--- src/source/icache_defines.svh ---
`ifndef ICACHE_DEFINES_SVH
`define ICACHE_DEFINES_SVH

// Byte address width of the fetch port
`define ICACHE_ADDR_W 32

// Width of one instruction word
`define ICACHE_WORD_W 32

// Number of sets
`define ICACHE_SETS 16

// Associativity
// Victim selection only handles two ways
`define ICACHE_WAYS 2

// Words in one cache block
`define ICACHE_BLOCK_WORDS 4

`endif
--- src/source/icache_pkg.sv ---
`include "icache_defines.svh"

package icache_pkg;

  // Field widths of a physical byte address
  localparam int unsigned addr_w  = `ICACHE_ADDR_W;
  localparam int unsigned boff_w  = $clog2(`ICACHE_WORD_W / 8);
  localparam int unsigned woff_w  = $clog2(`ICACHE_BLOCK_WORDS);
  localparam int unsigned index_w = $clog2(`ICACHE_SETS);
  localparam int unsigned tag_w   = addr_w - index_w - woff_w - boff_w;
  localparam int unsigned way_w   = $clog2(`ICACHE_WAYS);

  typedef logic [addr_w-1:0]         addr_t;
  typedef logic [`ICACHE_WORD_W-1:0] word_t;
  typedef logic [tag_w-1:0]          tag_t;
  typedef logic [index_w-1:0]        index_t;
  typedef logic [woff_w-1:0]         woff_t;
  typedef logic [way_w-1:0]          way_t;

  typedef enum logic [1:0]
  {
    s_ready,
    s_miss,
    s_recover
  } ctrl_state_e;

  function automatic tag_t addr_tag(addr_t a);
    return a[addr_w-1 -: tag_w];
  endfunction

  function automatic index_t addr_index(addr_t a);
    return a[boff_w + woff_w +: index_w];
  endfunction

  function automatic woff_t addr_woff(addr_t a);
    return a[boff_w +: woff_w];
  endfunction

  // Address of word 0 of the block
  function automatic addr_t block_addr(addr_t a);
    return {a[addr_w-1:boff_w + woff_w], {(boff_w + woff_w){1'b0}}};
  endfunction

endpackage

--- src/source/icache_if.sv ---
`timescale 1ns/1ps

// Read, compare and select between the controller and the two arrays
interface lookup_if
  import icache_pkg::*;
();

  logic   rd_v;
  index_t rd_index;
  tag_t   cmp_tag;
  woff_t  cmp_woff;
  logic   hit_upd_v;
  logic   flush;
  logic   hit;
  way_t   hit_way;
  way_t   victim_way;
  word_t  hit_word;

  modport ctrl (
    output rd_v, rd_index, cmp_tag, cmp_woff, hit_upd_v, flush,
    input  hit, hit_word
  );

  modport tag (
    input  rd_v, rd_index, cmp_tag, hit_upd_v, flush,
    output hit, hit_way, victim_way
  );

  modport data (
    input  rd_v, rd_index, cmp_woff, hit_way,
    output hit_word
  );

endinterface


--- src/source/icache_ctrl.sv ---
`timescale 1ns/1ps

module icache_ctrl
  import icache_pkg::*;
(
  input  logic     clk_i,
  input  logic     reset_i,
  input  logic     fetch_v_i,
  input  addr_t    fetch_addr_i,
  input  logic     fencei_i,
  output logic     ready_o,
  output logic     data_v_o,
  output word_t    data_o,
  lookup_if.ctrl   lk,
  input  logic     fill_done_i,
  output logic     miss_v_o,
  output addr_t    miss_addr_o
);

  ctrl_state_e state_r;
  ctrl_state_e state_n;

  // Goes high one clock after reset is released
  logic  up_r;

  // Verify stage, the fetch whose array read is on the array outputs
  logic  vs_v_r;
  addr_t vs_addr_r;

  logic  out_v_r;
  word_t out_data_r;

  logic  is_ready;
  logic  is_recover;
  logic  miss;
  logic  accept;

  assign is_ready   = (state_r == s_ready);
  assign is_recover = (state_r == s_recover);

  ////////////////////////////////////////////////////////////////////////////
  // Lookup stage
  ////////////////////////////////////////////////////////////////////////////

  // Compare results are only trusted in s_ready
  assign miss    = is_ready & vs_v_r & ~lk.hit;
  assign ready_o = up_r & is_ready & ~miss;
  assign accept  = fetch_v_i & ready_o;

  assign lk.flush = fencei_i & ready_o;

  // Recover re-reads the set of the fetch held in the verify stage
  assign lk.rd_v     = accept | is_recover;
  assign lk.rd_index = is_recover ? addr_index(vs_addr_r) : addr_index(fetch_addr_i);

  ////////////////////////////////////////////////////////////////////////////
  // Verify stage
  ////////////////////////////////////////////////////////////////////////////

  assign lk.cmp_tag   = addr_tag(vs_addr_r);
  assign lk.cmp_woff  = addr_woff(vs_addr_r);
  assign lk.hit_upd_v = is_ready & vs_v_r & lk.hit;

  assign miss_v_o    = miss;
  assign miss_addr_o = vs_addr_r;

  assign data_v_o = out_v_r;
  assign data_o   = out_data_r;

  always_comb
  begin
    state_n = state_r;
    case (state_r)
      s_ready:
        if (miss)
          state_n = s_miss;
      s_miss:
        if (fill_done_i)
          state_n = s_recover;
      s_recover:
        state_n = s_ready;
      default:
        state_n = s_ready;
    endcase
  end

  always_ff @(posedge clk_i)
  begin
    if (reset_i)
    begin
      state_r <= s_ready;
      up_r    <= 1'b0;
      vs_v_r  <= 1'b0;
      out_v_r <= 1'b0;
    end
    else
    begin
      state_r <= state_n;
      up_r    <= 1'b1;
      out_v_r <= lk.hit_upd_v;
      // Both stages stay frozen from the miss until recover is done
      if (is_ready & ~miss)
        vs_v_r <= accept;
    end
  end

  always_ff @(posedge clk_i)
  begin
    if (accept)
      vs_addr_r <= fetch_addr_i;
    if (lk.hit_upd_v)
      out_data_r <= lk.hit_word;
  end

endmodule

--- src/flat_wrapper.sv ---
// flat-port wrapper written by rule: the top's interface ports become plain ports
module icache_ctrl_flat import icache_pkg::*;
  (clk_i, reset_i, fetch_v_i, fetch_addr_i, fencei_i, ready_o, data_v_o, data_o, fill_done_i, miss_v_o, miss_addr_o, lk_rd_v, lk_rd_index, lk_cmp_tag, lk_cmp_woff, lk_hit_upd_v, lk_flush, lk_hit, lk_hit_word);
  lookup_if lk_i ();
  input  logic clk_i;
  input  logic reset_i;
  input  logic fetch_v_i;
  input  addr_t fetch_addr_i;
  input  logic fencei_i;
  output logic ready_o;
  output logic data_v_o;
  output word_t data_o;
  input  logic fill_done_i;
  output logic miss_v_o;
  output addr_t miss_addr_o;
  output wire logic [$bits(lk_i.rd_v)-1:0] lk_rd_v;
  output wire logic [$bits(lk_i.rd_index)-1:0] lk_rd_index;
  output wire logic [$bits(lk_i.cmp_tag)-1:0] lk_cmp_tag;
  output wire logic [$bits(lk_i.cmp_woff)-1:0] lk_cmp_woff;
  output wire logic [$bits(lk_i.hit_upd_v)-1:0] lk_hit_upd_v;
  output wire logic [$bits(lk_i.flush)-1:0] lk_flush;
  input wire logic [$bits(lk_i.hit)-1:0] lk_hit;
  input wire logic [$bits(lk_i.hit_word)-1:0] lk_hit_word;
  assign lk_rd_v = lk_i.rd_v;
  assign lk_rd_index = lk_i.rd_index;
  assign lk_cmp_tag = lk_i.cmp_tag;
  assign lk_cmp_woff = lk_i.cmp_woff;
  assign lk_hit_upd_v = lk_i.hit_upd_v;
  assign lk_flush = lk_i.flush;
  assign lk_i.hit = lk_hit;
  assign lk_i.hit_word = lk_hit_word;
  icache_ctrl u_core (.clk_i(clk_i), .reset_i(reset_i), .fetch_v_i(fetch_v_i), .fetch_addr_i(fetch_addr_i), .fencei_i(fencei_i), .ready_o(ready_o), .data_v_o(data_v_o), .data_o(data_o), .lk(lk_i), .fill_done_i(fill_done_i), .miss_v_o(miss_v_o), .miss_addr_o(miss_addr_o));
endmodule
--- config.mk ---
export PLATFORM = sky130hd
export DESIGN_NAME = icache_ctrl_flat
export DESIGN_NICKNAME = d
export VERILOG_FILES = /design/src/source/icache_pkg.sv /design/src/source/icache_if.sv /design/src/source/icache_ctrl.sv /design/src/flat_wrapper.sv
export VERILOG_INCLUDE_DIRS = /design/src /design/src/source
export SDC_FILE = /design/constraint.sdc
export NUM_CORES = 1
export LEC_CHECK = 0
export ABC_AREA = 1
export ABC_CLOCK_PERIOD_IN_PS = 3500
export BUFFER_PORTS_ARGS = -buffer_cell sky130_fd_sc_hd__buf_2
export CAP_MARGIN = 20
export CORE_MARGIN = 10
export CORE_UTILIZATION = 40
export CTS_BUF_LIST = sky130_fd_sc_hd__clkbuf_16
export CTS_CLUSTER_SIZE = 12
export DETAILED_ROUTE_END_ITERATION = 8
export PLACE_DENSITY = 0.79
export SYNTH_ARGS = -nofsm -noshare
export SYNTH_HDL_FRONTEND = slang
export SYNTH_SLANG_ARGS = --single-unit
--- constraint.sdc ---
create_clock -name clk_i -period 3.5 [get_ports clk_i]
set_clock_uncertainty 0.2 [all_clocks]
set_input_delay 0.7 -clock clk_i [delete_from_list [all_inputs] [get_ports clk_i]]
set_output_delay 0.7 -clock clk_i [all_outputs]
set_load 0.02 [all_outputs]
# Word level (Yosys, flattened, before mapping)
# Cells that the tools add are included.
# W data, S select, Z words.
word_totals:
  regBits: 69
  wordCells: 28
classes:
  eq_ne: 4
  muxes: 5
  bitwise_logic: 11
  reduce_logical: 2
ops:
  columns: ["op", "count"]
  rows:
  - ["$and A1 B1 Y1", 8]
  - ["$mux W2", 2]
  - ["$mux W4", 1]
  - ["$ne A2 B2 Y1 const B", 2]
  - ["$pmux W2 S2", 1]
  - ["$eq A2 B1 Y1 const B", 1]
  - ["$eq A2 B2 Y1 const B", 1]
  - ["$logic_not A2 Y1", 1]
  - ["$not A1 Y1", 2]
  - ["$reduce_and A2 Y1", 1]
  - ["$mux W1", 1]
  - ["$or A1 B1 Y1", 1]

# Longest topological paths before layout
# Gate-level depths: netlist of run 1.
depth:
  depth_word: 7
  depth_mapped: 5

# Least setup slack after synthesis of run 1
# No wires, ideal clock.
synth_path:
  kind: "input-to-output"
  startpoint: "input lk_hit"
  endpoint: "output lk_hit_upd_v"
  arrival_time_ns: 2.377
  setup_slack_ns: 0.223
  path_stages: 2
  cell_sequence: "inv_1 > nor2_1"
synth_via:
  elab_chain_len: 1
synth_lines:
  columns: ["item", "line_no", "text"]
  rows:
  - ["start: declaration", "flat_wrapper.sv:22", "input wire logic [$bits(lk_i.hit)-1:0] lk_hit;"]
  - ["$and A1 B1 Y1", "icache_ctrl.sv:62", "assign lk.hit_upd_v = is_ready & vs_v_r & lk.hit;"]
  - ["end: declaration", "flat_wrapper.sv:20", "output wire logic [$bits(lk_i.hit_upd_v)-1:0] lk_hit_upd_v;"]
# Every way passes these cells.

# Worst setup path in the final report of run 1
layout_path:
  startpoint: "register u_core.state_r[0]"
  endpoint: "output lk_rd_index[0]"
layout_via:
  elab_chain_len: 2
layout_lines:
  columns: ["item", "line_no", "text"]
  rows:
  - ["start: declaration", "icache_ctrl.sv:20", "ctrl_state_e state_r;"]
  - ["start signal: assignment", "icache_ctrl.sv:91", "state_r <= s_ready;"]
  - ["start signal: assignment", "icache_ctrl.sv:98", "state_r <= state_n;"]
  - ["$eq A2 B2 Y1", "icache_ctrl.sv:39", "assign is_recover = (state_r == s_recover);"]
  - ["$mux W4", "icache_ctrl.sv:54", "assign lk.rd_index = is_recover ? addr_index(vs_addr_r) : addr_index(fetch_addr_i);"]
  - ["end: declaration", "flat_wrapper.sv:17", "output wire logic [$bits(lk_i.rd_index)-1:0] lk_rd_index;"]
# Every way passes these cells.

==> parameters.txt, run 1 <==
Parameter                              Value

Floorplanning
  CORE AREA    0.00585 sq mm
  I/O pin cnt    170
  Initial cell density of the core    between 40% and 50%
  Horizontal die dimension    97.4 um
  Full die area    0.00948 sq mm
  Number of rows created at floorplan    28
  Die outline height    just under 100 um

Critical path
  R2R depth    6
  Max stage delay cell, worst path    sky130_fd_sc_hd__dfxtp_1
  Type of element launching the critical path    flip-flop
  Delay of the slowest cell on the worst path    0.36 ns
  Arr. time, crit path    1.36 ns
  Setup crit end kind    primary output
  Maximum fanout encountered on the critical timing path    5
  Kind of critical path    reg2out
  Worst-path cell chain    inv_2 > nand2_2 > mux2_2 > buf_2
  Worst-case register-to-register setup slack    1.80 ns
  Data required time at the worst endpoint    2.60 ns
  Endpoint of the most critical register-to-register path    u_core.miss_addr_o[15]
  Source of the worst register-to-register timing path    u_core.state_r[1]

Timing
  Top achievable clock speed    442 MHz
  Number of endpoints with negative hold slack in the final report    0
  Final Critical Period    2.26 ns
  Number of max-slew violations in the final report    0
  Final Cycle Share    64.7%
  Worst setup slack after layout    between 1 and 1.5 ns
  Final setup violation count    0
  Worst slew pin tran    between 0.4 and 0.5 ns
  Setup repair after global routing missed its margin    false
  Tightest slew margin relative to the limit    73.3%
  Setup TNS    0 ns

Final layout
  Filler instances    472
  Fraction of final layout cells with drive strength greater than 1    about 70%
  Fin nets    352
  Diodes inserted    0
  Relative area change from synthesis to final layout    44.4%
  Finished Layout Cells    ~360
  Commonest non-fill, non-tap cells in the layout    sky130_fd_sc_hd__buf_2, sky130_fd_sc_hd__edfxtp_1, sky130_fd_sc_hd__inv_1, sky130_fd_sc_hd__clkbuf_16, sky130_fd_sc_hd__dfxtp_1
  Leading cell type in the layout, fill and taps excluded    sky130_fd_sc_hd__buf_2

GRT
  Pin count of the biggest net entering global routing    33
  Remaining Overflow, GRT    0
  Vias in the first global route    around 1800
  Overall global routing resource usage    13.1%
  Number of antenna violations at the first check in global routing    1
  Global-route wire length before repair    ~9700 um

Clocking
  Clock latency at the later pin of the worst-skew pair    0.31 ns
  TritonCTS Buffers    9
  CTS clock-pin slew for the worst setup and hold paths    0.05 ns
  Postcts setup bufs    0
  Gates resized, CTS repair    0
  Root buffer cell    sky130_fd_sc_hd__clkbuf_16
  Clock buffer depth    2
  H-Tree Depth    3
  Clock tree sinks    between 60 and 70
  Post-CTS Hold Fix Bufs    0
  Clock tree from TritonCTS    done

Detailed routing
  Number of design-rule violations left by the first detailed-router iteration    35
  Average wire length per cell after detail routing    17.9 um
  Post-detailed-routing wire length    around 6500 um
  Drt pass-1 iters    4
  Vias per std cell    about 4.4
  Remaining number of nets flagged by the antenna check after routing    0
  Remaining routing DRC violations    0
  Total number of vias    about 1600

Worst hold path
  Startpoint of the worst hold path    u_core.state_r[0]
  Terminating pin of the worst hold path    u_core.state_r[1]
  Count of cells along the worst hold path    2
  Worst Hold Class    reg2reg

Logic synthesis
  Yosys cell types    17
  YS warnings    0
  Nets in the synthesized netlist    ~200
  Register area share after synthesis    84.5%
  Number of flip-flops and latches in the synthesized netlist    a little under 70
  Syn Area/Cell    19.0 sq um
  Netlist area before placement    0.00239 sq mm
  Number of instances in the synthesized netlist    126

Pwr
  Total power density per cell area    579 mW/mm^2
  Sum of internal, switching and leakage power    2.00 mW
  Maximum vdd ir drop    0.000336 V
  Cell leakage power    1.56 nW

Place
  Placer Congestion    0.751
  Number of buffers added on ports    169
  Total placed cells including tap cells    346
  Worst-case setup slack after placement    1.24 ns
  HPWL after detailed placement    between 5000 and 6000 um

Job
  Max-Cap Viols    0

Outcome
  Result of the run    finished, final reports clean
[flip-flops by register name (all words and copies together) (netlist names)]
register,cells
u_core.miss_addr_o,32
u_core.vs_v_r,1
u_core.data_o,32
u_core.data_v_o,1
u_core.up_r,1
u_core.state_r,2
[power by group]
part | internal [mW] | switching, mW
Combinational | 0.0624 | 0.108
Sequential | 0.937 | 0.0105
Clock | 0.553 | 0.329
[cell families (layout without fill, tap and decap cells)]
logic type	count (synthesis)	after routing	share of synthesized area, %
compound gates	3	3	0.784
mux	4	4	1.88
flops	69	69	84.5
buf+inv	36	197	9.72
simple gates	14	14	3.14
[critical path, delay by kind of cell (launching register included)]
family,cells,cell delay [ns]
DFF,1,0.36
muxes,1,0.34
buffers and inverters,2,0.22
and+or+nand+nor,1,0.12
[routing by layer]
layer / GRT usage, % / wire length [um] / vias up
met3: 5.90 / 586 / 13
met5: 0 / 13 / -
met4: 6.26 / 128 / 2
li1: - / - / 741
met1: 12.3 / 2230 / 749
met2: 23.8 / 3520 / 84
[cells in the mapped netlist (all sizes together)]
cell / number / area (sq um)
inv: 10 / 37.5
edfxtp: 64 / 1920
dfxtp: 5 / 100
nor2: 4 / 17.5
buf: 26 / 195
o21ai: 1 / 5.00
nand3: 3 / 25.0
nor3: 1 / 5.00
a21oi: 2 / 13.8
mux2: 4 / 45.0
nor4: 1 / 6.26
nand2: 5 / 21.3
[through the flow]
| step | hold WS, ns | utilization (%) | cell area [sq um] |
|---|---|---|---|
| final | 0.294 | 59.1 | 3460 |
| after CTS | 0.296 | 59.1 | 3460 |
| after floorplan | 0.261 | - | 2390 |
| after detailed placement | 0.288 | 53.9 | 3160 |
| after global routing | 0.312 | 59.1 | 3460 |
| after global placement | 0.271 | 53.9 | 3160 |
[how the worst max path moves through the flow]
stage / start / slack [ns] / to
2_1_floorplan: lk_hit / 0.22 / lk_hit_upd_v
3_3_place_gp: lk_hit / 1.27 / lk_rd_v
6_report: u_core.state_r[0] / 1.24 / lk_rd_index[0]
4_1_cts: u_core.state_r[0] / 1.21 / lk_rd_index[0]
3_5_place_dp: lk_hit / 1.24 / lk_rd_v
5_1_grt: lk_hit / 1.15 / lk_rd_v
[area by class of cell]
cell class,count,area [sq um],share of cell area (%)
Multi-Input combinational cell,21,141,4.09
Clock buffer,9,225,6.52
Tap cell,75,93.8,2.72
Inverter,10,37.5,1.09
Clock inverter,7,75.1,2.17
Timing Repair Buffer,171,861,24.9
Sequential cell,69,2020,58.5
Power figures use the tool's default switching activity.
==> run 2, diff against run 1 <==
ABC_CLOCK_PERIOD_IN_PS = 1970   (was 3500)
CORE_UTILIZATION = 36   (was 40)
PLACE_DENSITY = 0.75   (was 0.79)
clock period = 1.97 ns   (was 3.5 ns; I/O delays follow)
==> run 2 against run 1 <==
  * Clock power rose by 55%
  * Worst setup slack got worse by 1.1 ns
  * Wire length fell by 1.9%
  * Via count fell by 2.5%
  * Final cell count rose by 0.55%
  * Power rose by 68%
  * Critical path depth did not move
  * Die area rose by 8.8%
  * Sequential share of layout area barely moved
  * Register-to-register slack got worse by 1.4 ns
  * Global-route usage fell by 1.6 points
  * Largest cell class unchanged
==> parameters.txt, run 2 (synthesis gave the netlist of run 1 again) <==
Parameter                              Value

Outcome
  Result of the run    finished, final reports clean

Clocking
  Clock latency at the later pin of the worst-skew pair    0.31 ns (about the same)
  Clock tree sinks    69 (unchanged)
  Clock buffer depth    2 (unchanged)
  Postcts setup bufs    0 (unchanged)
  Root buffer cell    sky130_fd_sc_hd__clkbuf_16
  Clock tree from TritonCTS    done
  CTS clock-pin slew for the worst setup and hold paths    0.06 ns (about the same)
  H-Tree Depth    3 (unchanged)
  TritonCTS Buffers    9 (unchanged)

Detailed routing
  Post-detailed-routing wire length    6360 um (-1.9%)
  Number of design-rule violations left by the first detailed-router iteration    44 (+26%)
  Vias per std cell    4.26 (-3.1%)
  Total number of vias    1549 (-2.5%)
  Remaining number of nets flagged by the antenna check after routing    0 (unchanged)
  Average wire length per cell after detail routing    17.5 um (-2.4%)
  Drt pass-1 iters    4 (unchanged)
  Remaining routing DRC violations    0 (unchanged)

Floorplanning
  Number of rows created at floorplan    29 (+3.6%)
  Full die area    0.0103 sq mm (+8.8%)
  CORE AREA    0.00642 sq mm (+9.8%)
  Horizontal die dimension    102 um (+4.3%)
  Initial cell density of the core    37.3% (-3.6 points)
  Die outline height    102 um (+4.3%)
  I/O pin cnt    170 (unchanged)

Critical path
  Worst path bufs/invs    2 (unchanged)
  Worst path depth    4 (unchanged)
  Max stage delay cell, worst path    sky130_fd_sc_hd__dfxtp_2
  Data required time at the worst endpoint    1.38 ns (-1.22 ns)
  Worst-case register-to-register setup slack    0.40 ns (-1.40 ns)
  Arr. time, crit path    1.28 ns (-0.08 ns)
  Setup crit end kind    primary output
  Kind of critical path    reg2out
  Worst-path cell chain    inv_2 > nand2_4 > mux2_2 > buf_2
  Source of the worst register-to-register timing path    u_core.state_r[0]
  Type of element launching the critical path    flip-flop
  Source of the critical timing path    u_core.state_r[0]
  Maximum fanout encountered on the critical timing path    5 (unchanged)
  Delay of the slowest cell on the worst path    0.35 ns (about the same)
  R2R depth    6 (unchanged)
  Endpoint of the most critical register-to-register path    u_core.miss_addr_o[28]
  Cell class contributing the biggest share of worst-path delay    flip-flops

Timing
  Tightest slew margin relative to the limit    85.6% (+12 points)
  Setup TNS    0 ns (unchanged)
  Final Cycle Share    95.4%
  Top achievable clock speed    532 MHz
  Final Critical Period    1.88 ns
  Final Hold Slack    0.0510 ns (-0.243 ns)
  Final setup violation count    0 (unchanged)
  Number of max-slew violations in the final report    0 (unchanged)
  Worst slew pin tran    0.213 ns (-0.188 ns)
  Number of endpoints with negative hold slack in the final report    0 (unchanged)

Final layout
  Relative area change from synthesis to final layout    44.6%
  Commonest non-fill, non-tap cells in the layout    sky130_fd_sc_hd__buf_2, sky130_fd_sc_hd__edfxtp_1, sky130_fd_sc_hd__inv_1
  Fin area    0.00346 sq mm (+0.14%)
  Diodes inserted    0 (unchanged)
  Fraction of final layout cells with drive strength greater than 1    68.6% (-0.35 points)
  Leading cell type in the layout, fill and taps excluded    sky130_fd_sc_hd__buf_2
  Fin nets    352 (unchanged)
  Finished Layout Cells    364 (+0.55%)

Worst hold path
  Startpoint of the worst hold path    lk_hit_word[3]
  Count of cells along the worst hold path    1 (-1)
  Terminating pin of the worst hold path    u_core.data_o[3]
  Worst Hold Class    in2reg

Pwr
  Cell leakage power    1.56 nW (about the same)
  Total power density per cell area    971 mW/mm^2 (+68%)
  Sum of internal, switching and leakage power    3.36 mW (+68%)
  Maximum vdd ir drop    0.000505 V (+50%)

Place
  Number of buffers added on ports    169 (unchanged)
  Total placed cells including tap cells    348 (+0.58%)
  Post-DP Area    0.00319 sq mm (+1.0%)
  Placer Congestion    0.723 (-3.7%)
  HPWL after detailed placement    5230 um (-1.7%)

GRT
  Global-route wire length before repair    9040 um (-6.9%)
  Overall global routing resource usage    11.5% (-1.6 points)
  Pin count of the biggest net entering global routing    33 (unchanged)
  Vias in the first global route    1729 (-3.8%)
  Remaining Overflow, GRT    0 (unchanged)
  Number of antenna violations at the first check in global routing    0 (-1)

Job
  Max-Cap Viols    0 (unchanged)
-- run 2: layout make-up --
type,count,area [sq um]
fill,546,2960
sequential,69,2020
timing repair buffer,171,888
clock buffer,9,225
multi-input combinational,21,154
tap,77,96.3
inverter,10,37.5
clock inverter,7,35.0
-- run 2: worst max path at each step --
stage | end | slack, ns
after global routing | lk_flush | -0.002
after CTS | lk_rd_index[2] | 0.01
after detailed placement | lk_rd_v | 0.28
after global placement | lk_rd_v | 0.32
after floorplan | u_core.miss_addr_o[0] | 0.07
final | lk_rd_index[2] | 0.09
-- run 2: layer usage --
| metal | routed length, um | GRT usage (%) | share of wire (%) |
|---|---|---|---|
| met5 | 0 | 0 | 0 |
| met2 | 3620 | 21.0 | 57 |
| met1 | 2090 | 10.8 | 33 |
| met4 | 70 | 5.50 | 1.1 |
| met3 | 579 | 5.24 | 9.1 |
-- run 2: repair_timing --
item                       CTS  global route
resized for setup            0             5
hold buffers                 0             0
setup endpoints to repair    0             7
-- run 2: through the flow --
step | worst slack (ns) | utilization (%)
after global routing | -0.00193 | 53.9
after detailed placement | 0.282 | 49.6
after floorplan | 0.0682 | -
after global placement | 0.316 | 49.6
after CTS | 0.0134 | 53.7
final | 0.0912 | 53.9
-- run 2: where the power goes --
| part | switching [mW] | leakage, nW | internal (mW) | total [mW] |
|---|---|---|---|---|
| clock | 0.537 | 0.129 | 0.829 | 1.37 |
| sequential | 0.0179 | 0.632 | 1.67 | 1.68 |
| combinational | 0.193 | 0.796 | 0.118 | 0.311 |
==> run 3, diff against run 2 <==
MAX_ROUTING_LAYER = met4   (was default)
==> run 3 against run 2 <==
  * Power barely moved
  * Wire length up 0.24%
  * Register-to-register slack hardly changed
  * Design area did not move
  * Maximum frequency barely moved
  * Global-route usage grew 0.35 points
  * Combinational power about the same
  * Sequential share of layout area is the same
  * Die area did not move
  * Final cell count unchanged
  * Worst setup slack hardly changed
  * Largest power group unchanged
==> parameters.txt, run 3 (synthesis gave the netlist of run 1 again) <==
Parameter                              Value

Outcome
  Result of the run    finished, final reports clean

Floorplanning
  Initial cell density of the core    37.3% (unchanged)
  CORE AREA    0.00642 sq mm (unchanged)
  Full die area    0.0103 sq mm (unchanged)
  Die outline height    102 um (unchanged)
  Horizontal die dimension    102 um (unchanged)
  I/O pin cnt    170 (unchanged)
  Number of rows created at floorplan    29 (unchanged)

Critical path
  R2R depth    6 (unchanged)
  Delay of the slowest cell on the worst path    0.35 ns (about the same)
  Worst-path cell chain    inv_2 > nand2_4 > mux2_2 > buf_2
  Setup crit end kind    primary output
  Data required time at the worst endpoint    1.38 ns (about the same)
  Kind of critical path    reg2out
  Endpoint of the most critical register-to-register path    u_core.miss_addr_o[28]
  Maximum fanout encountered on the critical timing path    5 (unchanged)
  Arr. time, crit path    1.28 ns (about the same)
  Max stage delay cell, worst path    sky130_fd_sc_hd__dfxtp_2
  Source of the worst register-to-register timing path    u_core.state_r[0]
  Worst-case register-to-register setup slack    0.40 ns (about the same)
  Type of element launching the critical path    flip-flop

Timing
  Number of max-slew violations in the final report    0 (unchanged)
  Setup TNS    0 ns (unchanged)
  Final setup violation count    0 (unchanged)
  Worst setup slack after layout    0.0913 ns (+0.0000148 ns)
  Final Cycle Share    95.4% (about the same)
  Number of endpoints with negative hold slack in the final report    0 (unchanged)
  Tightest slew margin relative to the limit    85.6% (about the same)
  Final Critical Period    1.88 ns (-0.0000148 ns)
  Top achievable clock speed    532 MHz (about the same)
  Worst slew pin tran    0.214 ns (+0.000907 ns)

Detailed routing
  Drt pass-1 iters    4 (unchanged)
  Vias per std cell    4.27 (+0.26%)
  Average wire length per cell after detail routing    17.5 um (+0.24%)
  Post-detailed-routing wire length    6370 um (+0.24%)
  Remaining number of nets flagged by the antenna check after routing    0 (unchanged)
  Number of design-rule violations left by the first detailed-router iteration    33 (-25%)
  Total number of vias    1553 (+0.26%)
  Remaining routing DRC violations    0 (unchanged)

Final layout
  Post-route core utilization    53.9% (unchanged)
  Leading cell type in the layout, fill and taps excluded    sky130_fd_sc_hd__buf_2
  Fin nets    352 (unchanged)
  Fin area    0.00346 sq mm (unchanged)
  Fraction of final layout cells with drive strength greater than 1    68.6% (unchanged)
  Relative area change from synthesis to final layout    44.6% (unchanged)
  Diodes inserted    0 (unchanged)
  Commonest non-fill, non-tap cells in the layout    sky130_fd_sc_hd__buf_2, sky130_fd_sc_hd__edfxtp_1, sky130_fd_sc_hd__inv_1

Clocking
  TritonCTS Buffers    9 (unchanged)
  Clock buffer depth    2 (unchanged)
  Post-CTS Hold Fix Bufs    0 (unchanged)
  CTS clock-pin slew for the worst setup and hold paths    0.06 ns (about the same)
  Clock tree sinks    69 (unchanged)
  Clock tree from TritonCTS    done
  Clock latency at the later pin of the worst-skew pair    0.31 ns (about the same)
  Postcts setup bufs    0 (unchanged)
  Root buffer cell    sky130_fd_sc_hd__clkbuf_16
  H-Tree Depth    3 (unchanged)

GRT
  Overall global routing resource usage    11.9% (+0.35 points)
  Vias in the first global route    1722 (-0.40%)
  Global-route wire length before repair    9030 um (-0.15%)
  Pin count of the biggest net entering global routing    33 (unchanged)
  Number of antenna violations at the first check in global routing    0 (unchanged)
  Remaining Overflow, GRT    0 (unchanged)

Worst hold path
  Worst Hold Class    in2reg
  Count of cells along the worst hold path    1 (unchanged)
  Terminating pin of the worst hold path    u_core.data_o[3]
  Startpoint of the worst hold path    lk_hit_word[3]

Pwr
  Sum of internal, switching and leakage power    3.36 mW (about the same)
  Cell leakage power    1.56 nW (unchanged)
  Maximum vdd ir drop    0.000505 V (-0.12%)
  Total power density per cell area    971 mW/mm^2 (about the same)

Place
  Worst-case setup slack after placement    0.282 ns (unchanged)
  Placer Congestion    0.732 (+1.2%)
  Number of buffers added on ports    169 (unchanged)
  HPWL after detailed placement    5230 um (unchanged)
  Post-DP Area    0.00319 sq mm (unchanged)

Job
  Max-Cap Viols    0 (unchanged)
[run 3: cell counts in the layout (fill, tap and decap cells not counted)]
No cell type changed its count.
[run 3: routing by layer]
layer	GRT usage, %	share of wire [%]	vias up
met4	5.17	0.78	0
li1	-	-	741
met2	21.2	57	79
met1	11.5	35	729
met5	-	0	-
met3	4.08	7.3	4
[run 3: report_power, final]
group / switching [mW] / leakage (nW) / internal [mW] / total [mW]
logic: 0.194 / 0.796 / 0.118 / 0.311
registers: 0.0177 / 0.632 / 1.67 / 1.68
clock network: 0.536 / 0.129 / 0.829 / 1.37
total: 0.748 / 1.56 / 2.61 / 3.36
[run 3: critical path, delay by kind of cell (launching register included)]
family | cells | cell delay [ns]
DFF | 1 | 0.35
buffers and inverters | 2 | 0.22
muxes | 1 | 0.33
and+or+nand+nor | 1 | 0.08
[run 3: metrics by stage]
stage	hold WS (ns)	std cells
floorplan	0.251	126
global placement	0.269	348
detailed placement	0.287	348
CTS	0.0400	364
global route	0.0417	364
finish	0.0512	364
[run 3: timing repair]
item                                   CTS  global route
setup endpoints to repair                0             7
gates resized for setup                  0             5
endpoints found under the hold margin    0             0
[run 3: how the worst max path moves through the flow]
| stage | start | endpoint | slack [ns] | cells after the start |
|---|---|---|---|---|
| CTS | u_core.state_r[0] | lk_rd_index[2] | 0.01 | 4 |
| finish | u_core.state_r[0] | lk_rd_index[2] | 0.09 | 4 |
| floorplan | lk_hit | u_core.miss_addr_o[0] | 0.07 | 4 |
| global route | u_core.state_r[0] | lk_flush | -0.002 | 6 |
| global placement | lk_hit | lk_rd_v | 0.32 | 6 |
| detailed placement | lk_hit | lk_rd_v | 0.28 | 6 |
[run 3: layout make-up]
cell class / count / area, sq um
clock buffers: 9 / 225
clock inverters: 7 / 35.0
fillers: 546 / 2960
inverters: 10 / 37.5
multi-input cells: 21 / 154
flip-flops and latches: 69 / 2020
well taps: 77 / 96.3
repair buffers: 171 / 888
